==> src/include/sad_defs.svh <==
`ifndef SAD_DEFS_SVH
`define SAD_DEFS_SVH

// adc sample width in bits
`define SAD_BITS_PER_SAMPLE 8

// reference length, also the number of staggered lanes
`define SAD_REF_SAMPLES 32

// accumulator and threshold width
// 32 samples of at most 255 each stay well clear of the top bit
`define SAD_COUNTER_WIDTH 16

// enough bits to address every reference entry
`define SAD_INDEX_WIDTH 5

// trigger count width
`define SAD_NUM_TRIG_WIDTH 16

// edges from the capture of a window's last sample to trigger high
// front end (1), lane pipeline (4) and the trigger register (1) overlap as
// capture, decision, increment, accumulate, hit compare, trigger
`define SAD_TRIGGER_LATENCY 5

`endif

==> src/verilog/sad_data_pkg.sv <==
`default_nettype none

`include "sad_defs.svh"

package sad_data_pkg;

    // one adc or reference sample
    typedef logic [`SAD_BITS_PER_SAMPLE-1:0] sample_t;

    // accumulator, per-sample increment or threshold
    typedef logic [`SAD_COUNTER_WIDTH-1:0] sad_count_t;

    // position inside the reference waveform
    typedef logic [`SAD_INDEX_WIDTH-1:0] ref_index_t;

endpackage

`default_nettype wire

==> src/verilog/sad_ctrl_pkg.sv <==
`default_nettype none

`include "sad_defs.svh"

package sad_ctrl_pkg;

    // one bit per lane
    typedef logic [`SAD_REF_SAMPLES-1:0] lane_mask_t;

    typedef logic [`SAD_NUM_TRIG_WIDTH-1:0] trig_count_t;  // triggers since last clear

endpackage

`default_nettype wire

==> src/verilog/sad_front_end.sv <==
`timescale 1ns/1ps
`default_nettype none

`include "sad_defs.svh"

module sad_front_end import sad_data_pkg::*, sad_ctrl_pkg::*; (
    input  logic       adc_sampleclk,
    input  logic       reset,

    input  sample_t    adc_datain,
    input  logic       armed,
    input  logic       active,

    output sample_t    sample,
    output ref_index_t read_index,
    output lane_mask_t restart,
    output lane_mask_t ready
);

    localparam ref_index_t last_index = ref_index_t'(`SAD_REF_SAMPLES - 1);

    // lane i restarts three edges after its first sample is captured
    // so the ring starts three lanes behind lane 0
    localparam lane_mask_t ring_preset = {2'b00, 1'b1, {(`SAD_REF_SAMPLES-3){1'b0}}};

    logic running;
    logic pass_done;

    assign running   = armed && active;
    assign pass_done = (read_index == last_index);  // last entry goes out to lane 0 now

    // sample register with no back-pressure
    always_ff @(posedge adc_sampleclk) begin
        sample <= adc_datain;
    end

    always_ff @(posedge adc_sampleclk) begin
        if (reset) begin
            read_index <= '0;
            restart    <= ring_preset;
            ready      <= '0;
        end else if (!running) begin
            // leaving the running state restarts numbering
            read_index <= '0;
            restart    <= ring_preset;
            ready      <= '0;
        end else begin
            read_index <= read_index + 1'b1;  // wraps from the last entry to 0

            // one-hot ring moves one lane further per edge
            restart <= {restart[`SAD_REF_SAMPLES-2:0], restart[`SAD_REF_SAMPLES-1]};

            // lane 0 becomes ready once the first pass is out and stays ready
            // later lanes follow one edge apart
            ready <= {ready[`SAD_REF_SAMPLES-2:0], ready[0] | pass_done};
        end
    end

endmodule

`default_nettype wire

==> config.mk <==
export PLATFORM = sky130hd
export DESIGN_NAME = sad_front_end
export DESIGN_NICKNAME = d
export VERILOG_FILES = /design/src/verilog/sad_data_pkg.sv /design/src/verilog/sad_ctrl_pkg.sv /design/src/verilog/sad_front_end.sv
export VERILOG_INCLUDE_DIRS = /design/src /design/src/include
export SDC_FILE = /design/constraint.sdc
export NUM_CORES = 1
export LEC_CHECK = 0
export ABC_AREA = 1
export BUFFER_PORTS_ARGS = -buffer_cell sky130_fd_sc_hd__buf_2
export CORE_MARGIN = 1
export CORE_UTILIZATION = 50
export DETAILED_ROUTE_END_ITERATION = 7
export GPL_ROUTABILITY_DRIVEN = 0
export PLACE_DENSITY = 0.82
export RECOVER_POWER = 50
export SLEW_MARGIN = 20
export SYNTH_ARGS = -nofsm -noshare
export SYNTH_HDL_FRONTEND = slang
export SYNTH_SLANG_ARGS = --single-unit
==> constraint.sdc <==
create_clock -name adc_sampleclk -period 1.7 [get_ports adc_sampleclk]
set_clock_uncertainty 0.05 [all_clocks]
set_input_delay 0.17 -clock adc_sampleclk [delete_from_list [all_inputs] [get_ports adc_sampleclk]]
set_output_delay 0.17 -clock adc_sampleclk [all_outputs]
set_load 0.1 [all_outputs]
# Yosys cells after proc, flatten, opt, wreduce, memory -nomap -nowiden
# Cells that the tools add are included.
[totals] word_cells=10 output_inout_bits=77 input_bits=12 reg_bits=77
[op_classes] addsub=1 eq_ne=1 bitwise=2 reduce_logical=2
[ops] op="$add 5x1->5 const B" count=1
[ops] op="$eq 5x5->1 const B" count=1
[ops] op="$reduce_or 2->1" count=1
[ops] op="$logic_and 1x1->1" count=1
[ops] op="$not 1->1" count=1
[ops] op="$or 1x1->1" count=1

# Depth between registers and ports, before layout
[logic_depth] ltp_word=3 mapped_depth=6 depth_no_buf=6

# Least setup slack after synthesis
# OpenSTA, ideal clock, no wires.
[synth_path] path_type="reg2reg" from="reg read_index[0]" to="reg read_index[4]" arrival_time_ns=1.766 path_slack_ns=-0.226 required_ns=1.539 setup_time_ns=0.111 stages_incl_launch_ff=7 period_less_slack_ns=1.926 cell_sequence="dfxtp_1 > ha_1 > nand2_1 > nor2_1 > ha_1 > inv_1 > nor2_1"
[synth_between] elab_chain_cells=1
[synth_rtl] element="start: declaration" line="sad_front_end.sv:15" text="output ref_index_t read_index,"
[synth_rtl] element="start signal: assignment" line="sad_front_end.sv:48" text="read_index <= read_index + 1'b1;"
[synth_rtl] element="$add 5x1->5" line="sad_front_end.sv:48"
# No other way between the ends.
# A chain may end at the register's enable or synchronous reset.

# Final worst setup path
[layout_path] from="reg read_index[2]" to="out read_index[2]"
# No word-level cell between the ends.

==> impl_results.md <==
* Final worst setup slack at 0.272 ns
* Maximum clock frequency at 700 MHz
* Hold-fix buffers, CTS at 8
* Peak supply drop at 745 uV
* Register bit count reported by yosys at 77
* Final #Nets at 346
* Worst-path cell chain: buf_2
* Total area of sequential cells at 1540 um2
* Share of cells above drive strength 1 at 31.5%
* Area of the die at 4620 um2
* Root buffer cell: clkbuf_8
* Post-CTS Resized at 0
* Final ANT Viol Nets at 0
* CORE AREA at 4090 um2
* Min Clock Period, post-route at 1.43 ns
* WL final at 4.11 mm
* IO Count at 89
* TritonCTS Buffers at 9
* Leakage at 1.35 nW
* First-pass GRT wire length at 6.18 mm
* Hold WC Path Type: input pin to flip-flop
* Mapped Cells at 230
* Multi-input gate area at 342 um2
* Final hold slack at 0.0924 ns
* Buf/Inv on CP at 1
* Period utilization at 84.0%
* Vias in the first global route at 1419
* Worst slew pin tran at 1.26 ns
* Wire per inst at 10.6 um
* Fin Setup TNS at 0 ns
* Pre-antenna DRT Iters at 6
* Deepest clock path buffer count at 2
* Yosys Warn Count at 0
* Most frequent cells in the layout: 87 x buf_2, 76 x dfxtp_1, 70 x nor2_1, 66 x inv_1, 10 x clkbuf_8
* Worst-skew pair later-pin latency at 0.34 ns
* Fillers at 340
* Dpl ws at 0.522 ns
* Vias after detailed routing at 1583
* Net count after synthesis at 244
* Worst path required time at 1.48 ns
* Via density at 4.09
* Htree depth at 3
* Largest net degree at the start of global routing at 35
* CP delay by family, top: buffers and inverters
* GRT Residual Overflow at 0
* Slew Viols, Final at 0
* Max-slew headroom at 16.2%
* # diodes at 0
* RSZ-0062 raised after global routing: no
* Final hold violation count at 0
* Outcome: finished clean
* Area grow syn2layout at 34.2%
* Total GRT Usage at 19.3%
* Initial antenna violation count at 0
* Cell Area, Synth at 2180 um2
* Sequential fraction of the synthesis area at 70.8%
* FP Rows at 23
* Slowest stage delay, CP at 0.46 ns
* Die W at 68.0 um
* Starting Density at 53.3%
* CP max FO at 5
* Worst setup EP type: output port
* Kind of critical path: flip-flop to output port
* Setup bufs post-CTS at 0
* Final setup vio count at 0
* DR iter-0 viols at 55
* Clk sink count at 77
* Number of distinct library cells after synthesis at 12
* PortBufs at 88
* Residual DRC at 0
* Pwr per Cell Area at 1140 nW/um2
* Die Span Y at 68.0 um
* Most common cell after layout, fill and taps aside: buf_2
* Synth Area per Inst at 9.47 um2
* Worst Setup Start Kind: flip-flop
* Clk slew on worst S/H paths at 0.07 ns
* MaxCap Viol Count at 0
* CTS tree: done
* Critical Path AT at 1.21 ns
* CP max-delay cell: buf_2
* Post-DP HPWL at 2.63 mm
## cells in the mapped netlist
cell type	n	area share (%)
nand2_1	3	0.52
nor3_1	1	0.23
nand3_1	1	0.23
nand4_1	1	0.29
or2_1	1	0.29
buf_2	5	1.1
inv_1	66	11
buf_6	2	1.0
nand3b_4	1	0.92
nor2_1	70	12
ha_1	2	1.1
dfxtp_1	77	71
## cells by family after synthesis
| kind of cell | share of synthesized area [%] |
|---|---|
| flip-flops | 70.8 |
| adder cells (fa/ha/maj) | 1.15 |
| buffers and inverters | 13.6 |
| AND/OR/NAND/NOR | 14.5 |
## report_power, final
part           internal (mW)  leakage [nW]  switching, mW
Sequential              1.82         0.624        0.00482
Clock                  0.715         0.106          0.633
Combinational         0.0351         0.625          0.133
## cell type report
| type | count | share of cell area (%) |
|---|---|---|
| Clock inverter | 6 | 2.14 |
| Inverter | 66 | 8.48 |
| Clock buffer | 10 | 4.71 |
| Tap cell | 50 | 2.14 |
| Sequential cell | 77 | 52.8 |
| Multi-Input combinational cell | 80 | 11.7 |
| Timing Repair Buffer | 98 | 18.1 |
## metal layers
metal | GRT usage, % | vias to the layer above | wire length [um]
met5 | 0 | - | 0
li1 | - | 837 | -
met2 | 30.3 | 65 | 1970
met4 | 15.1 | 0 | 155
met1 | 20.6 | 664 | 1700
met3 | 7.50 | 17 | 286
## state kept, by name, indices dropped and copies added, names as in the netlist
signal      count
ready          32
restart        32
sample          8
read_index      5
## per-stage QoR
stage	instances	util, %	power, mW	area (um2)
final	387	71.5	3.34	2920
after global routing	387	71.5	3.47	2920
after CTS	387	71.8	3.36	2930
after detailed placement	363	64.9	2.02	2650
after global placement	363	64.9	2.01	2650
after floorplan	230	-	1.99	2180
## final timing paths
kind / cells past startpoint / endpoint / startpoint / slack, ns
worst max register to register: 6 / read_index[4] / read_index[0] / 0.41
worst max-delay path: 1 / read_index[2] / read_index[2] / 0.27
worst min-delay path: 3 / read_index[3] / active / 0.09
worst min register to register: 2 / restart[22] / restart[21] / 0.37
No activity file was read; power rests on OpenSTA's default activity.
