[src/include/sad_defs.svh]
`ifndef SAD_DEFS_SVH
`define SAD_DEFS_SVH

// adc sample width in bits
`define SAD_BITS_PER_SAMPLE 8

// reference length, also the number of staggered lanes
`define SAD_REF_SAMPLES 32

// accumulator and threshold width
// 32 samples of at most 255 each stay well clear of the top bit
`define SAD_COUNTER_WIDTH 16

// enough bits to address every reference entry
`define SAD_INDEX_WIDTH 5

// trigger count width
`define SAD_NUM_TRIG_WIDTH 16

// edges from the capture of a window's last sample to trigger high
// front end (1), lane pipeline (4) and the trigger register (1) overlap as
// capture, decision, increment, accumulate, hit compare, trigger
`define SAD_TRIGGER_LATENCY 5

`endif

[src/verilog/sad_ctrl_pkg.sv]
`default_nettype none

`include "sad_defs.svh"

package sad_ctrl_pkg;

    // one bit per lane
    typedef logic [`SAD_REF_SAMPLES-1:0] lane_mask_t;

    typedef logic [`SAD_NUM_TRIG_WIDTH-1:0] trig_count_t;  // triggers since last clear

endpackage

`default_nettype wire

[src/verilog/sad_trigger.sv]
`timescale 1ns/1ps
`default_nettype none

module sad_trigger import sad_ctrl_pkg::*; (
    input  logic        adc_sampleclk,
    input  logic        reset,

    input  lane_mask_t  hits,
    input  logic        armed,
    input  logic        active,
    input  logic        multiple_triggers,
    input  logic        status_clear,

    output logic        trigger,
    output logic        triggered,
    output trig_count_t num_triggers
);

    logic armed_q;
    logic arm_rise;
    logic running;
    logic suppress;

    assign running  = armed && active;
    assign arm_rise = armed && !armed_q;

    // single-trigger mode holds off after the first pulse
    assign suppress = triggered && !multiple_triggers;

    always_ff @(posedge adc_sampleclk) begin
        if (reset) begin
            armed_q <= 1'b0;
            trigger <= 1'b0;
        end else begin
            armed_q <= armed;
            trigger <= running && (|hits) && !suppress;  // at most one lane closes per edge
        end
    end

    // status, clear wins over a coincident pulse
    always_ff @(posedge adc_sampleclk) begin
        if (reset || status_clear || arm_rise) begin
            triggered    <= 1'b0;
            num_triggers <= '0;
        end else if (trigger) begin
            triggered    <= 1'b1;
            num_triggers <= num_triggers + 1'b1;
        end
    end

endmodule

`default_nettype wire

[config.mk]
export PLATFORM = sky130hd
export DESIGN_NAME = sad_trigger
export DESIGN_NICKNAME = d
export VERILOG_FILES = /design/src/verilog/sad_ctrl_pkg.sv /design/src/verilog/sad_trigger.sv
export VERILOG_INCLUDE_DIRS = /design/src /design/src/include
export SDC_FILE = /design/constraint.sdc
export NUM_CORES = 1
export LEC_CHECK = 0
export ABC_AREA = 1
export BUFFER_PORTS_ARGS = -buffer_cell sky130_fd_sc_hd__buf_2
export CORE_MARGIN = 2
export CORE_UTILIZATION = 44
export CTS_CLUSTER_SIZE = 8
export DETAILED_ROUTE_END_ITERATION = 10
export PLACE_DENSITY = 0.79
export SYNTH_ARGS = -nofsm -noshare
export SYNTH_HDL_FRONTEND = slang
export SYNTH_SLANG_ARGS = --single-unit
[constraint.sdc]
create_clock -name adc_sampleclk -period 1.6 [get_ports adc_sampleclk]
set_input_delay 0.16 -clock adc_sampleclk [delete_from_list [all_inputs] [get_ports adc_sampleclk]]
set_output_delay 0.16 -clock adc_sampleclk [all_outputs]
set_load 0.01 [all_outputs]
* Yosys cells after proc, flatten, opt, wreduce, memory -nomap -nowiden *
Index checks and enable logic that the tools add are counted.

cells by class
  add/subtract/negate cells = 1
  reductions and logical operators = 11

operators by type and width
  operator                                        number
  OR reduction 32 bit                             1
  adder 16 x 1 -> 16 bit (second input constant)  1
  logical AND 1 bit                               5
  zero test 1 bit                                 3
  logical OR 1 bit                                2

word-level totals
  register bits = 19
  output and inout port bits = 18

* Logic depth before layout (Yosys ltp) *
Gate-level depths: netlist of the first run.

  depth after elaboration = 4
  gate-level depth with buffers = 7
  gate-level depth less buffers = 7

* Worst setup path before layout of the first run *
No wires, ideal clock.

  path type = register -> register
  start = reg num_triggers[0]
  end = reg num_triggers[12]
  library setup time = 0.116 ns
  arrival = 1.145 ns
  required time = 1.484 ns
  path slack = 0.339 ns
  cell stages (with the launch flop) = 7
  clock period less this slack = 1.261 ns
  path through = dfxtp_1 -> ha_1 -> nand3_2 -> nor2_2 -> nand3_1 -> o21ai_0 -> nor2_1

on the way
  word-level cells in the longest chain between the ends = 1

RTL lines
  item                      RTL line           RTL
  start: declaration        sad_trigger.sv:16  output trig_count_t num_triggers
  start signal: assignment  sad_trigger.sv:47  num_triggers <= num_triggers + 1'b1;
  adder 16 x 1 -> 16 bit    sad_trigger.sv:47

Every way passes these cells.
A chain may end at the register's enable or synchronous reset.

* Final worst setup path of the first run *
Ends and elaborated chain as after synthesis.

==> results of run 1 <==
[worst paths after layout]
path / startpoint / end
max: num_triggers[0] / num_triggers[12]
min: reset / armed_q
max reg2reg: num_triggers[0] / num_triggers[12]
min reg2reg: triggered / triggered
[stage by stage]
| step | cells | area [sq um] | hold WS [ns] | worst slack, ns |
|---|---|---|---|---|
| 4_1_cts | 242 | 1360 | 0.0502 | 0.213 |
| 6_report | 242 | 1360 | 0.0547 | 0.217 |
| 3_3_place_gp | 238 | 1330 | 0.345 | 0.281 |
| 5_1_grt | 242 | 1360 | 0.0452 | 0.108 |
| 2_1_floorplan | 157 | 1030 | 0.244 | 0.339 |
| 3_5_place_dp | 238 | 1330 | 0.365 | 0.213 |
[final cells by class]
class / count / area, sq um
Clock buffer: 4 / 26.3
Timing Repair Buffer: 55 / 275
Inverter: 15 / 56.3
Fill cell: 209 / 853
Multi-Input combinational cell: 121 / 586
Sequential cell: 19 / 380
Tap cell: 28 / 35.0
[flip-flops by register name, summed over array words and instances, names as in the netlist]
| register | cells |
|---|---|
| num_triggers | 16 |
| trigger | 1 |
| triggered | 1 |
| armed_q | 1 |
[report_power, final]
group          switching [mW]  internal, mW
clock network           0.140        0.0968
logic                  0.0333        0.0445
registers             0.00440         0.476
[layer usage]
metal / wire length, um / up-vias
li1: - / 602
met1: 950 / 452
met5: 0 / -
met2: 1050 / 43
met4: 23 / 0
met3: 144 / 2
[placed cells by master, fill, tap and decap left out]
cell	count
buf_2	55
nor2_1	43
nand2_1	35
dfxtp_1	19
inv_1	12
a21oi_1	11
nand3_1	6
nand2_2	4
nor2_4	3
o21ai_1	3
o21ai_0	3
clkbuf_4	3
nor2_2	2
clkinv_1	2
nand2_4	1
nor2_8	1
and2_1	1
o21ai_2	1
inv_2	1
nand4_1	1
nand3_2	1
o21bai_2	1
o21a_1	1
nor3_1	1
o211ai_1	1
ha_1	1
clkbuf_1	1
[cells in the mapped netlist]
master / count
o21a_1: 1
nor2_4: 3
inv_2: 1
nand4_1: 1
o21bai_2: 1
dfxtp_1: 19
nand2_4: 1
nor2_2: 2
nor3_1: 1
buf_4: 1
o21ai_1: 3
o211ai_1: 1
buf_2: 1
nand3_2: 1
a21oi_1: 11
nand2_1: 35
inv_1: 12
o21ai_2: 1
o21ai_0: 3
ha_1: 1
nor2_1: 43
nand3_1: 6
and2_1: 1
nor2_8: 1
clkinv_1: 2
nand2_2: 4
[critical path, stage by stage (launching register included)]
cell and delay, ns:
dfxtp_1 0.43, ha_1 0.23, nand3_2 0.10, nor2_2 0.19, nand3_1 0.11, o21ai_0 0.18
nor2_1 0.05
[cell families (layout without fill, tap and decap cells)]
kind of cell             after synthesis  in the layout  share of synthesized area [%]
buffers and inverters                 17             74                           6.65
AO/OA/AOI/OAI                         21             21                           11.6
adder cells (fa/ha/maj)                1              1                           1.21
AND/OR/NAND/NOR                       99             99                           43.8
flip-flops                            19             19                           36.8
==> run metrics, run 1 <==
run status finished clean; period utilisation layout 86.4%; worst endpoint required time 1.80 ns; sum of internal, switching and leakage power 0.795 mW; post-CTS setup repair buffer count 0; via count of the first global-routing pass 937; global routing met1 resource utilization 21.3%; summed instance area of the synthesized netlist 1030 sq um; instance count along the most critical hold path 2; Leak 0.636 nW; unrepaired setup endpoints after global routing false; Post-layout nets 254; final slew viol count 0; data arrival time of the critical path 1.58 ns; met3 usage 2.86%; aggregate global-route resource usage 17.9%; WL per Instance 8.96 um; hold crit path type in -> reg; DRC 0; number of endpoints failing setup at the final stage 0; worst-margin pin slew 0.368 ns; post-synthesis average cell area 6.59 sq um; critical path class reg -> reg; synthesized flop and latch total 19; fraction of layout cells with a size suffix above 1 34.1%; worst ir drop on vdd 0.000311 V; TritonCTS clock tree yes; area of the die 2760 sq um; 1st-pass router iterations 4; I/O pin cnt 56; warning count from the yosys run 0; WL final 2.17 mm; largest net degree at the start of global routing 13; maximum fanout encountered on the critical timing path 6; number of sinks driven by the clock tree 19; worst r2r path cells 6; Max Buffers Root-to-Sink 2; Relative slew margins 75.4%; routing usage on met2 32.1%; final setup TNS 0 ns; number of DRC violations after detailed-routing iteration 0 22; Util after Layout 61.4%; HPWL reported at the end of detailed placement 1.83 mm; global-route congestion overflow total 0; total of hold buffers inserted after clock tree synthesis 0; Chip Width 52.5 um; Final GP Congestion 0.771; Clock Skews 0.00664 ns; Worst Setup Start Kind register; number of buffers inserted during clock tree synthesis 3; GRT Max-Usage Layer met2; antenna violations before repair 0; Clk pin slew, worst setup/hold paths 0.11 ns; vias after detailed routing 1,099; number of cells produced by synthesis 157; Antenna Violating Nets Remaining 0; CTS HTree Levels 1; number of max-capacitance violations reported 0; peak clock frequency supported by timing 723 MHz; area fraction of the dominant cell type after synthesis 36.8%; first-pass GRT wire length 3.72 mm; total power divided by cell area 585 nW/um^2; part of the Yosys area used for sequential elements 36.8%; Netlist cell types 26; synth-to-layout area growth 31.3%; FP Rows 17; root buffer selected by CTS clkbuf_4; dominant cell type by area after synthesis dfxtp_1; antenna diode count 0; minimum period implied by the final worst setup slack 1.38 ns; starting utilization of the core area 46.8%; number of I/O port buffers 55; Critical Path End Type register; CORE AREA 2210 sq um; vias per std cell 4.54; slack of the worst reg-to-reg path 0.22 ns; # resized after CTS 0; overall die height 52.5 um; syn nets 196; cell types with the largest area share after synthesis dfxtp_1 (37%), nor2_1 (16%), nand2_1 (13%), a21oi_1 (5.3%), inv_1 (4.4%); clock insertion delay at the later pin of the skew report 0.29 ns; number of failing hold endpoints at the final stage 0
No activity file was read; power rests on OpenSTA's default activity.
==> run 2, diff against run 1 <==
clock period = 1.4 ns   (was 1.6 ns; I/O delays follow)
==> run 2 against run 1 <==
  * Combinational power rose by 24%
  * Non-clock buffer count up 2
  * Sequential share of layout area down 0.25 points
  * Clock power up 18%
  * Final cell count up 0.83%
  * Global-route usage grew 4.1 points
  * Routed wire length increased by 17%
  * Cell area grew 1.6%
  * Via count rose by 6.6%
  * Utilization up 0.96 points
  * Critical path type unchanged
  * Critical endpoint unchanged
  * Highest routed layer unchanged
==> run metrics, run 2 (synthesized netlist as in run 1, its figures left out) <==
number of sinks driven by the clock tree 19 (unchanged); list of cells traversed by the critical path ha_2 -> nand3_2 -> nor2_2 -> nand3_1 -> o21ai_0 -> nor2_1; vias after detailed routing 1,171 (+6.6%); switching power share of the total 23.7% (+1.3 points); data arrival time of the critical path 1.51 ns (-0.07 ns); Antenna Violating Nets Remaining 0 (unchanged); maximum fanout encountered on the critical timing path 6 (unchanged); Largest Register num_triggers; starting utilization of the core area 46.8% (unchanged); Max Buffers Root-to-Sink 2 (unchanged); Clk pin slew, worst setup/hold paths 0.11 ns (about the same); final slew viol count 0 (unchanged); Critical Path End Type register; number of buffers inserted during clock tree synthesis 3 (unchanged); internal cell power 0.705 mW (+14%); area of the die 2760 sq um (unchanged); aggregate global-route resource usage 22.0% (+4.1 points); DRC 0 (unchanged); WL final 2.53 mm (+17%); Relative slew margins 85.1% (+9.7 points); number of flip-flops in the largest register 16 (unchanged); total power divided by cell area 669 nW/um^2 (+14%); final setup TNS 0 ns (unchanged); endpoint of the lowest-slack register-to-register path num_triggers[12]; fraction of layout cells with a size suffix above 1 36.6% (+2.5 points); number of endpoints failing setup at the final stage 0 (unchanged); number of max-capacitance violations reported 0 (unchanged); root buffer selected by CTS clkbuf_4; synth-to-layout area growth 33.4%; peak clock frequency supported by timing 767 MHz (+6.0%); relative contribution of combinational cells to total power 10.4% (+0.6 points); overall die height 52.5 um (unchanged); Worst Setup Start Kind register; cell family with most CP delay simple AND/OR/NAND/NOR gates; number of DRC violations after detailed-routing iteration 0 12 (-45%); slack of the worst reg-to-reg path 0.1 ns (-0.12 ns); WL per Instance 10.4 um (+16%); number of I/O port buffers 55 (unchanged); worst ir drop on vdd 0.000435 V (+40%); period utilisation layout 93.2% (+6.7 points); hold crit path type in -> reg; leading cell type in the layout, fill and taps excluded buf_2; CORE AREA 2210 sq um (unchanged); critical path class reg -> reg; worst r2r path cells 6 (unchanged); instance count along the most critical hold path 2 (unchanged); run status finished clean; 1st-pass router iterations 4 (unchanged); post-route worst hold slack 0.00126 ns (-0.0534 ns); number of failing hold endpoints at the final stage 0 (unchanged); Final GP Congestion 0.829 (+7.5%); Leak 0.646 nW (+1.6%); worst endpoint required time 1.61 ns (-0.19 ns); I/O pin cnt 56 (unchanged); Post-layout nets 256 (+0.79%); largest net degree at the start of global routing 13 (unchanged); number of buffers and inverters on the critical path 0 (unchanged); Clock Skews 0.00787 ns (+0.00123 ns); CTS HTree Levels 1 (unchanged); vias per std cell 4.80 (+5.7%); HPWL reported at the end of detailed placement 2.17 mm (+18%); minimum period implied by the final worst setup slack 1.30 ns (-0.0784 ns); global-route congestion overflow total 0 (unchanged); power share of the sequential group 59.2% (-1.2 points); Chip Width 52.5 um (unchanged); Hold Path Origin reset; launch instance of the worst register-to-register path num_triggers[0]; Max stage delay cell, worst path dfxtp_2; capture endpoint of the worst hold path armed_q; clock group share of total power 30.4% (+0.6 points); antenna diode count 0 (unchanged); unrepaired setup endpoints after global routing false; antenna violations before repair 0 (unchanged); FP Rows 17 (unchanged); net switching component of the power 0.219 mW (+23%); Slowest Stage Delay on Critical Path 0.39 ns (-0.04 ns); worst-margin pin slew 0.223 ns (-0.145 ns); most frequent cells in the layout buf_2 (55), nor2_1 (43), nand2_1 (35); first-pass GRT wire length 4.50 mm (+21%); via count of the first global-routing pass 1,151 (+23%); TritonCTS clock tree yes; clock insertion delay at the later pin of the skew report 0.31 ns (+0.02 ns)
run 2: worst reg2reg max path, cell delays in order, from the launching register on:
cell and delay (ns):
dfxtp_2 0.39, ha_2 0.22, nand3_2 0.09, nor2_2 0.16
nand3_1 0.12, o21ai_0 0.17, nor2_1 0.05
run 2: cell type report:
type | count | area [sq um]
fillers | 221 | 832
multi-input cells | 121 | 588
flip-flops and latches | 19 | 383
repair buffers | 57 | 290
inverters | 15 | 56.3
well taps | 28 | 35.0
clock buffers | 3 | 22.5
clock inverters | 1 | 5.00
run 2: how the worst max path moves through the flow:
stage / start / endpoint / cells after the start / slack, ns
2_1_floorplan: num_triggers[0] / num_triggers[12] / 6 / 0.14
3_3_place_gp: num_triggers[0] / num_triggers[12] / 6 / 0.16
3_5_place_dp: num_triggers[0] / num_triggers[12] / 6 / 0.02
4_1_cts: num_triggers[0] / num_triggers[12] / 6 / 0.004
5_1_grt: num_triggers[0] / num_triggers[12] / 6 / 0.04
6_report: num_triggers[0] / num_triggers[12] / 6 / 0.1
run 2: per-stage QoR:
| step | total power, mW | worst slack [ns] | instance area (sq um) | std cells | util [%] |
|---|---|---|---|---|---|
| after floorplan | 0.596 | 0.139 | 1030 | 157 | - |
| after global placement | 0.651 | 0.162 | 1350 | 240 | 60.9 |
| after detailed placement | 0.656 | 0.0249 | 1350 | 240 | 60.9 |
| after CTS | 0.927 | 0.00354 | 1380 | 244 | 62.2 |
| after global routing | 0.965 | 0.0358 | 1380 | 244 | 62.4 |
| final | 0.923 | 0.0956 | 1380 | 244 | 62.4 |
run 2: repair_timing:
| action | CTS | global route |
|---|---|---|
| buffers inserted | 0 | 0 |
| hold buffers | 0 | 0 |
| gates resized for setup | 0 | 3 |
| endpoints found under the setup margin | 0 | 5 |
run 2: metal layers:
layer | routed length [um] | vias up | share of wire [%] | global-route usage, %
met5 | 0 | - | 0 | 0
li1 | - | 609 | - | -
met1 | 992 | 509 | 39 | 22.1
met2 | 1320 | 48 | 52 | 44.0
met4 | 48 | 0 | 1.9 | 9.40
met3 | 168 | 5 | 6.6 | 2.86
run 2: power groups by stage:
stage / Combinational (mW) / Sequential [mW] / Clock, mW
after floorplan: 0.0363 / 0.559 / 0
after global placement: 0.0924 / 0.559 / 0
after detailed placement: 0.0968 / 0.559 / 0
after CTS: 0.0970 / 0.547 / 0.283
after global routing: 0.111 / 0.547 / 0.307
final: 0.0965 / 0.547 / 0.280
