### config.mk
export PLATFORM = sky130hd
export DESIGN_NAME = sad_lane
export DESIGN_NICKNAME = d
export VERILOG_FILES = /design/src/verilog/sad_data_pkg.sv /design/src/verilog/sad_lane.sv
export VERILOG_INCLUDE_DIRS = /design/src /design/src/include
export SDC_FILE = /design/constraint.sdc
export NUM_CORES = 1
export LEC_CHECK = 0
export ABC_AREA = 1
export BUFFER_PORTS_ARGS = -buffer_cell sky130_fd_sc_hd__clkbuf_2
export CORE_ASPECT_RATIO = 0.6
export CORE_UTILIZATION = 60
export DETAILED_ROUTE_END_ITERATION = 7
export PLACE_DENSITY = 0.82
export SETUP_SLACK_MARGIN = 0.5
export SYNTH_ARGS = -nofsm -noshare
export SYNTH_HDL_FRONTEND = slang
export SYNTH_SLANG_ARGS = --single-unit
### constraint.sdc
create_clock -name adc_sampleclk -period 3.9 [get_ports adc_sampleclk]
set_input_delay 0.78 -clock adc_sampleclk [delete_from_list [all_inputs] [get_ports adc_sampleclk]]
set_output_delay 0.78 -clock adc_sampleclk [all_outputs]
set_load 0.05 [all_outputs]
### src/include/sad_defs.svh
`ifndef SAD_DEFS_SVH
`define SAD_DEFS_SVH

// adc sample width in bits
`define SAD_BITS_PER_SAMPLE 8

// reference length, also the number of staggered lanes
`define SAD_REF_SAMPLES 32

// accumulator and threshold width
// 32 samples of at most 255 each stay well clear of the top bit
`define SAD_COUNTER_WIDTH 16

// enough bits to address every reference entry
`define SAD_INDEX_WIDTH 5

// trigger count width
`define SAD_NUM_TRIG_WIDTH 16

// edges from the capture of a window's last sample to trigger high
// front end (1), lane pipeline (4) and the trigger register (1) overlap as
// capture, decision, increment, accumulate, hit compare, trigger
`define SAD_TRIGGER_LATENCY 5

`endif

### src/verilog/sad_data_pkg.sv
`default_nettype none

`include "sad_defs.svh"

package sad_data_pkg;

    // one adc or reference sample
    typedef logic [`SAD_BITS_PER_SAMPLE-1:0] sample_t;

    // accumulator, per-sample increment or threshold
    typedef logic [`SAD_COUNTER_WIDTH-1:0] sad_count_t;

    // position inside the reference waveform
    typedef logic [`SAD_INDEX_WIDTH-1:0] ref_index_t;

endpackage

`default_nettype wire

### src/verilog/sad_lane.sv
`timescale 1ns/1ps
`default_nettype none

module sad_lane import sad_data_pkg::*; (
    input  logic       adc_sampleclk,

    input  sample_t    sample,
    input  sample_t    ref_in,
    output sample_t    ref_out,

    input  logic       restart,
    input  logic       ready,
    input  sad_count_t threshold,

    output logic       hit
);

    sample_t    ref_q;       // reference matching the sample in the front end
    sample_t    ref_d;
    sample_t    sample_d;
    logic       above;       // sample above reference
    sad_count_t incr;
    sad_count_t acc;

    // next lane sees the same reference one sample later
    assign ref_out = ref_q;

    // reference delay and compare decision
    always_ff @(posedge adc_sampleclk) begin
        ref_q    <= ref_in;
        ref_d    <= ref_q;
        sample_d <= sample;
        above    <= (sample > ref_q);
    end

    // absolute difference, widened to the accumulator
    always_ff @(posedge adc_sampleclk) begin
        if (above) begin
            incr <= sad_count_t'(sample_d) - sad_count_t'(ref_d);
        end else begin
            incr <= sad_count_t'(ref_d) - sad_count_t'(sample_d);
        end
    end

    // restart reloads with the first increment of the next window
    always_ff @(posedge adc_sampleclk) begin
        if (restart) begin
            acc <= incr;
        end else begin
            acc <= acc + incr;
        end
    end

    // acc holds the finished window on the restart edge
    always_ff @(posedge adc_sampleclk) begin
        hit <= restart && ready && (acc <= threshold);
    end

endmodule

`default_nettype wire

[Word level (Yosys, flattened, before mapping)]
Cells that the tools add are included.
Storage, ports and cells
  latch bits: 0
  memory bits (read-only): 0
  register bits after elaboration: 58
  memories: 0
  input bits: 35
  word-level logic and storage cells: 16
  output and inout port bits: 9
  RAM bits: 0
Operators by class
  bitwise logic cells: 0
  $mul: 0
  shift operators: 0
  mux-type cells: 2
  magnitude comparators: 2
  reductions and logical operators: 2
  $add $sub $neg: 3
  eq/ne operators: 0
  div/mod/pow operators: 0
Operators with widths (count)
  two-way mux 16 bit: 2
  subtractor 8 x 8 -> 9 bit: 2
  adder 16 bit: 1
  less-or-equal comparator 16 bit: 1
  > comparator 8 bit: 1
  logical AND 1 bit: 2

[Logic depth before layout (Yosys ltp)]
Gate-level depths: netlist of the first run.
  depth after elaboration: 2
  gate-level depth with buffers: 12
  gate-level depth less buffers: 12

[Worst setup path after synthesis of the first run]
OpenSTA, ideal clock, no wires.
  path kind: input -> register
  start: input port threshold[15]
  end: register hit
  library setup time: 0.070 ns
  data required time: 3.830 ns
  cell stages on the path: 6
  path slack: 2.131 ns
  arrival: 1.699 ns
  buffers on the path: 0
  path through: inv_1 > ha_1 > nand2_1 > nor4_1 > nand3_1 > a21oi_1
On the way
  longest elaborated chain between the ends: 2
RTL lines
  start, declared: RTL line sad_lane.sv:13  | input sad_count_t threshold,
  less-or-equal comparator 16 bit: RTL line sad_lane.sv:56  | hit <= restart && ready && (acc <= threshold);
  logical AND 1 bit: RTL line sad_lane.sv:56
  end signal, assigned: RTL line sad_lane.sv:56
  end, declared: RTL line sad_lane.sv:15  | output logic hit
Every way passes these cells.

==> results of run 1 <==
==> per-layer routing <==
layer  up-vias  wire [um]  GRT usage
met1      1378       3770      0.387
li1       1622          -          -
met5         -          0          0
met2       111       2890      0.396
met3         9        616     0.0565
met4         0         84     0.0756
==> critical path, stage by stage (launching register included) <==
cell and delay [ps]:
dfxtp_1 590, ha_1 360, nand2_1 190, inv_1 60
nand2_1 60, nand2_1 40, a21oi_1 220, nand3_1 100
nand3_1 90, nand2_1 50
==> cells in the final DEF, fill, tap and decap left out <==
cell type,n
o31ai_1,1
xor2_1,4
ha_1,55
clkbuf_8,7
o21a_1,1
nand4_1,3
nand2_2,3
inv_1,91
a21o_1,1
a21oi_1,28
o2111ai_1,1
or2_0,2
fa_1,3
o21bai_1,1
xnor2_1,3
nand3b_1,3
o21ai_1,3
nor3_1,4
a31oi_1,1
a211oi_1,1
dfxtp_1,51
nand3_2,3
nor2_2,1
and2_1,1
mux2i_1,1
nor2_1,25
and2_4,1
o21ai_0,10
clkbuf_2,43
clkbuf_1,1
nand3_1,25
nor4_1,1
or2_1,3
nand2_1,152
==> cell type report <==
| type | count | area [sq um] | area share |
|---|---|---|---|
| clock buffers | 8 | 100 | 0.0263 |
| repair buffers | 43 | 215 | 0.0565 |
| well taps | 77 | 96.3 | 0.0253 |
| inverters | 91 | 342 | 0.0897 |
| multi-input cells | 341 | 2040 | 0.534 |
| flip-flops and latches | 51 | 1020 | 0.268 |
==> flip-flops by register name, summed over array words and instances (netlist names) <==
signal	cells
sample_d	8
hit	1
above	1
acc	16
ref_d	8
ref_out	8
incr	9
==> cell families after synthesis <==
logic type | Yosys count | share of synthesized area
simple gates | 227 | 0.280
flops | 51 | 0.298
xor+xnor | 7 | 0.0179
buf+inv | 96 | 0.108
compound gates | 48 | 0.0752
fa+ha+maj | 58 | 0.218
mux | 1 | 0.00292
==> final timing paths <==
kind	slack, ps	start	depth (start not counted)	endpoint
hold reg to reg	370	ref_out[4]	0	ref_d[4]
hold / removal	370	ref_out[4]	0	ref_d[4]
setup reg to reg	2010	incr[14]	9	acc[13]
setup / recovery	2010	incr[14]	9	acc[13]
==> power groups by stage <==
stage / clock network [mW] / logic (mW) / registers [mW]
after CTS: 0.345 / 1.30 / 0.758
after detailed placement: 0 / 1.29 / 0.771
after global routing: 0.365 / 1.51 / 0.774
after floorplan: 0 / 1.01 / 0.740
final: 0.338 / 1.32 / 0.762
after global placement: 0 / 1.24 / 0.767
==> per-stage QoR <==
step	area [sq um]	power [mW]	cells	setup slack (ps)	hold slack (ps)
3_5_place_dp	3710	2.06	603	1890	357
3_3_place_gp	3710	2.00	603	1990	356
6_report	3810	2.42	611	2010	367
5_1_grt	3810	2.65	611	1880	386
2_1_floorplan	3430	1.75	488	2130	432
4_1_cts	3810	2.41	611	2060	370
==> results.md, run 1 <==
* Core Util, Final at 0.722
* Arrival time worst endpoint at 2090 ps
* CTS HTree Levels at 2
* Mapped Nets at 581
* Core Box Area at 5280 sq um
* Die width at 99.6 um
* Grt ovf at 0
* Syn_area_per_cell at 7.02 sq um
* Least-Margin Pin Slew at 564 ps
* Vias in the first global route at 2,723
* Synth Cell Area at 3430 sq um
* Share of cells above drive strength 1 at 0.109
* Sequential power share at 0.314
* CTS tree: done
* Leak at 2.24 nW
* CTS sink cnt at 51
* Max-slew violations at 0
* Synth area leaders: dfxtp_1, ha_1, nand2_1
* Initial DRC Count at 270
* Final Wtd Congestion at 0.962
* Switching share of total power at 0.459
* Critical path class: register to register
* Filler Cell Count at 446
* Yosys warning count at 0
* Worst-case vdd ir drop at 0.358 mV
* Routed vias/inst at 5.11
* FFs w/ async S/R, synth at 0
* CTS Buf Count at 5
* Root buffer cell: clkbuf_8
* Chip Height at 60.5 um
* MaxCap Viol Count at 0
* Max Clk Rate at 530 MHz
* Dominant cell type by area after synthesis: dfxtp_1
* P&R area growth vs syn at 11.2%
* Critical Path RT at 4100 ps
* RSZ-0062 raised after global routing: no
* Antenna cell count at 0
* Logic gate share of total power at 0.546
* P_sw at 1.11 mW
* Largest net degree at the start of global routing at 16
* Hold WC Path Type: register to register
* Drt first pass iters at 6
* PwrDens at 636 nW/um^2
* Int Power at 1.31 mW
* Number of flops mapped to enable cells by yosys at 0
* FF+latch count, synth at 51
* Worst Setup End Kind: register
* Mapped Cells at 488
* CP max FO at 9
* Hold_buf cts at 0
* Slew HR at 0.624
* Clock Pin Slew Worst Setup and Hold Paths at 90 ps
* Nets@finish at 626
* CTS Buffer Depth at 2
* ANT nets after route at 0
* WL final at 7.36 mm
* Top FF cell, synth: dfxtp_1
* Area of the die at 6030 sq um
* Clock Power Share at 0.140
* Final setup TNS at 0 ps
* Worst Clk Skew at 4.50 ps
* Setup bufs post-CTS at 0
* Initial Util at 0.649
* Share of the synthesized area in the top cell type at 0.298
* Distinct cells, synth at 35
* DP HPWL at 6.06 mm
* Hold Vio Cnt, Final at 0
* I/O pin total at 44
* Final worst path period share at 0.484
* Seq/Total Area, Yosys at 0.298
* FP Rows at 20
* Overall routing resource usage at 0.264
* Initial antenna violation count at 0
* Setup-failing EPs final at 0
* Count leader, synth: nand2_1
* Commonest cells in the netlist: nand2_1, inv_1, ha_1
* First-pass GRT wire length at 12.2 mm
* Clk Latency, worst-skew pair at 310 ps
* Input/output buffers at 43
* Fin crit period at 1890 ps
* Worst Setup Start Kind: register
* DRC Markers at 0
* Post-cts gate resize count at 0
* Vias at 3,120
* Status: completed
* Wire per inst at 12.0 um
Note: power is estimated with default switching activity, not from simulation.
==> run 2: changes to the inputs <==
--- a/config.mk
+++ b/config.mk
@@ -6,12 +6,12 @@
 export SDC_FILE = /design/constraint.sdc
 export NUM_CORES = 1
 export LEC_CHECK = 0
-export ABC_AREA = 1
+export ABC_AREA = 0
 export BUFFER_PORTS_ARGS = -buffer_cell sky130_fd_sc_hd__clkbuf_2
 export CORE_ASPECT_RATIO = 0.6
-export CORE_UTILIZATION = 60
+export CORE_UTILIZATION = 52
 export DETAILED_ROUTE_END_ITERATION = 7
-export PLACE_DENSITY = 0.82
+export PLACE_DENSITY = 0.76
 export SETUP_SLACK_MARGIN = 0.5
 export SYNTH_ARGS = -nofsm -noshare
 export SYNTH_HDL_FRONTEND = slang
==> constraint.sdc (replaced) <==
create_clock -name adc_sampleclk -period 1.7 [get_ports adc_sampleclk]
set_input_delay 0.34 -clock adc_sampleclk [delete_from_list [all_inputs] [get_ports adc_sampleclk]]
set_output_delay 0.34 -clock adc_sampleclk [all_outputs]
set_load 0.05 [all_outputs]
==> run 2 against run 1 <==
  * The run now ends with negative setup slack left
  * Maximum frequency fell by 5.0%
  * Via count fell by 3.9%
  * Synthesized cell count fell by 30%
  * Core utilization rose by 12 points
  * Combinational power rose to 4.5 times the previous value
  * Clock skew rose by 10 ps
  * Power rose to 3.5 times the previous value
  * Largest power group unchanged
==> results.md, run 2 <==
* Status: finished with violations
* Failing checks: negative setup slack
* Chip Height at 62.3 um
* WL final at 9.61 mm
* Hold Path Cell Cnt at 1
* MaxCap Viol Count at 0
* Core Box Area at 5700 sq um
* Commonest non-fill, non-tap cells in the layout: buf_4, inv_1, clkbuf_2
* Vias at 2,998
* FP Rows at 21
* Filler Cell Count at 300
* Hold WC Path Type: primary input to register
* First-pass GRT wire length at 14.0 mm
* Design Power at 8.46 mW
* Worst-case vdd ir drop at 0.945 mV
* Vias in the first global route at 2,894
* Drt first pass iters at 5
* Max-slew violations at 0
* FFs w/ async S/R, synth at 0
* P_sw at 3.58 mW
* Hold_buf cts at 0
* Hold Vio Cnt, Final at 0
* Leak at 2.18 nW
* Number of flops mapped to enable cells by yosys at 0
* Count leader, synth: ha_1
* Final Wtd Congestion at 1.00
* Commonest non-fill, non-tap cell in the layout: buf_4
* CTS tree: done
* Initial Util at 0.553
* Worst Clk Skew at 14.9 ps
* Synth Cell Area at 3150 sq um
* Slew HR at 0.755
* Clock Pin Slew Worst Setup and Hold Paths at 100 ps
* Worst Setup End Kind: register
* RSZ-0062 raised after global routing: yes
* Worst Setup Start Kind: register
* Int Power at 4.88 mW
* Cell area after layout at 4810 sq um
* Die width at 103 um
* Top flop regs: acc: 16 flops, incr: 9 flops
* Routed vias/inst at 5.68
* Dominant cell type by area after synthesis: dfxtp_1
* CTS Buf Count at 5
* Area of the die at 6390 sq um
* Top FF cell, synth: dfxtp_1
* Final worst slack at -287 ps
* CTS sink cnt at 51
* Clk Latency, worst-skew pair at 320 ps
* Setup-failing EPs final at 16
* Antenna cell count at 0
* Root buffer cell: clkbuf_8
* Most flops, register: acc
* Clock Power Share at 0.085
* Most used cell, CP: and3_4
* Critical path class: register to register
* Sequential power share at 0.221
* Logic gate share of total power at 0.695
* Reg2Reg Depth at 8
* Number of flip-flops in the largest register at 16
* Initial antenna violation count at 0
* Mapped Nets at 435
* Max Clk Rate at 503 MHz
* Share of the synthesized area in the top cell type at 0.324
* Placed Area at 4100 sq um
* Hold Slack at 115 ps
* DRC Markers at 0
* Input/output buffers at 43
* Seq/Total Area, Yosys at 0.324
* Critical path cell sequence: buf_6 > ha_4 > and3_4 > and3_4 > o211ai_1 > and3_1 > nor3_2 > xor2_1
* Syn_area_per_cell at 9.22 sq um
* Slowest stage delay, CP at 380 ps
* I/O pin total at 44
* CTS Buffer Depth at 2
* Initial DRC Count at 257
* PwrDens at 1760 nW/um^2
* Synth area leaders: dfxtp_1, ha_1, inv_1
* Distinct cells, synth at 45
* Grt ovf at 0
* DP HPWL at 5.98 mm
* Overall routing resource usage at 0.286
* Critical Path RT at 1960 ps
* CP max FO at 5
* Wire per inst at 18.2 um
* Least-Margin Pin Slew at 364 ps
* Final worst path period share at 1.17
* Arrival time worst endpoint at 2250 ps
* CTS HTree Levels at 2
* Yosys warning count at 0
* Commonest cells in the netlist: ha_1, dfxtp_1, inv_1
* Mapped Cells at 342
* Fin crit period at 1990 ps
* ANT nets after route at 0
* Nets@finish at 540
* P&R area growth vs syn at 52.7%
* Switching share of total power at 0.423
* FF+latch count, synth at 51
* Largest net degree at the start of global routing at 20
* Share of cells above drive strength 1 at 0.513
* Crit-path slowest cell: dfxtp_4
run 2: power groups by stage:
stage                     clock, mW  sequential, mW  combinational, mW
after global placement            0            1.80               4.10
after global routing          0.769            1.89               6.26
after detailed placement          0            1.81               4.26
final                         0.716            1.87               5.88
after floorplan                   0            1.81               2.90
after CTS                     0.705            1.82               4.93
run 2: through the flow:
| stage | TNS (ps) | util | cells | setup WS, ps |
|---|---|---|---|---|
| 4_1_cts | -1260 | 0.791 | 514 | -223 |
| 6_report | -2270 | 0.844 | 528 | -287 |
| 3_5_place_dp | -1440 | 0.719 | 497 | -285 |
| 2_1_floorplan | -336 | - | 342 | -103 |
| 5_1_grt | -3520 | 0.844 | 528 | -417 |
| 3_3_place_gp | -921 | 0.719 | 497 | -192 |
run 2: cell type report:
cell class / count / area, sq um / share of cell area
Clock buffer: 7 / 76.3 / 0.0159
Clock inverter: 1 / 5.00 / 0.00104
Inverter: 46 / 183 / 0.0380
Multi-Input combinational cell: 238 / 2550 / 0.531
Sequential cell: 51 / 1070 / 0.223
Tap cell: 80 / 100 / 0.0208
Timing Repair Buffer: 105 / 822 / 0.171
run 2: routing by layer:
layer,wire length (um),vias up,GRT usage
met1,4320,1428,0.381
li1,-,1401,-
met2,4330,139,0.459
met4,224,0,0.0732
met5,0,-,0
met3,739,30,0.0709
run 2: what timing repair did:
| item | CTS | global route |
|---|---|---|
| setup endpoints to repair | 34 | 33 |
| pin swaps | 27 | 33 |
| resized for setup | 58 | 52 |
| buffers inserted | 9 | 14 |
run 2: worst paths after layout:
kind / end / slack [ps] / from
worst max-delay path: acc[15] / -290 / incr[14]
worst min-delay path: ref_out[1] / 110 / ref_in[1]
worst max register to register: acc[15] / -290 / incr[14]
worst min register to register: ref_d[3] / 380 / ref_out[3]
run 2: worst max-delay path, delay by kind of cell, from the launching register on:
| family | cells | cell delay (ps) |
|---|---|---|
| adders and majority gates | 1 | 290 |
| xor gates and xnor gates | 1 | 160 |
| DFF | 1 | 380 |
| AOI/OAI and AO/OA | 1 | 140 |
| buffers and inverters | 1 | 150 |
| and+or+nand+nor | 4 | 830 |
run 2: logic make-up after synthesis:
kind of cell | count (synthesis) | synth area share
buf+inv | 53 | 0.0663
flops | 51 | 0.324
simple gates | 66 | 0.113
compound gates | 89 | 0.186
fa+ha+maj | 58 | 0.237
mux | 8 | 0.0266
xor+xnor | 17 | 0.0472
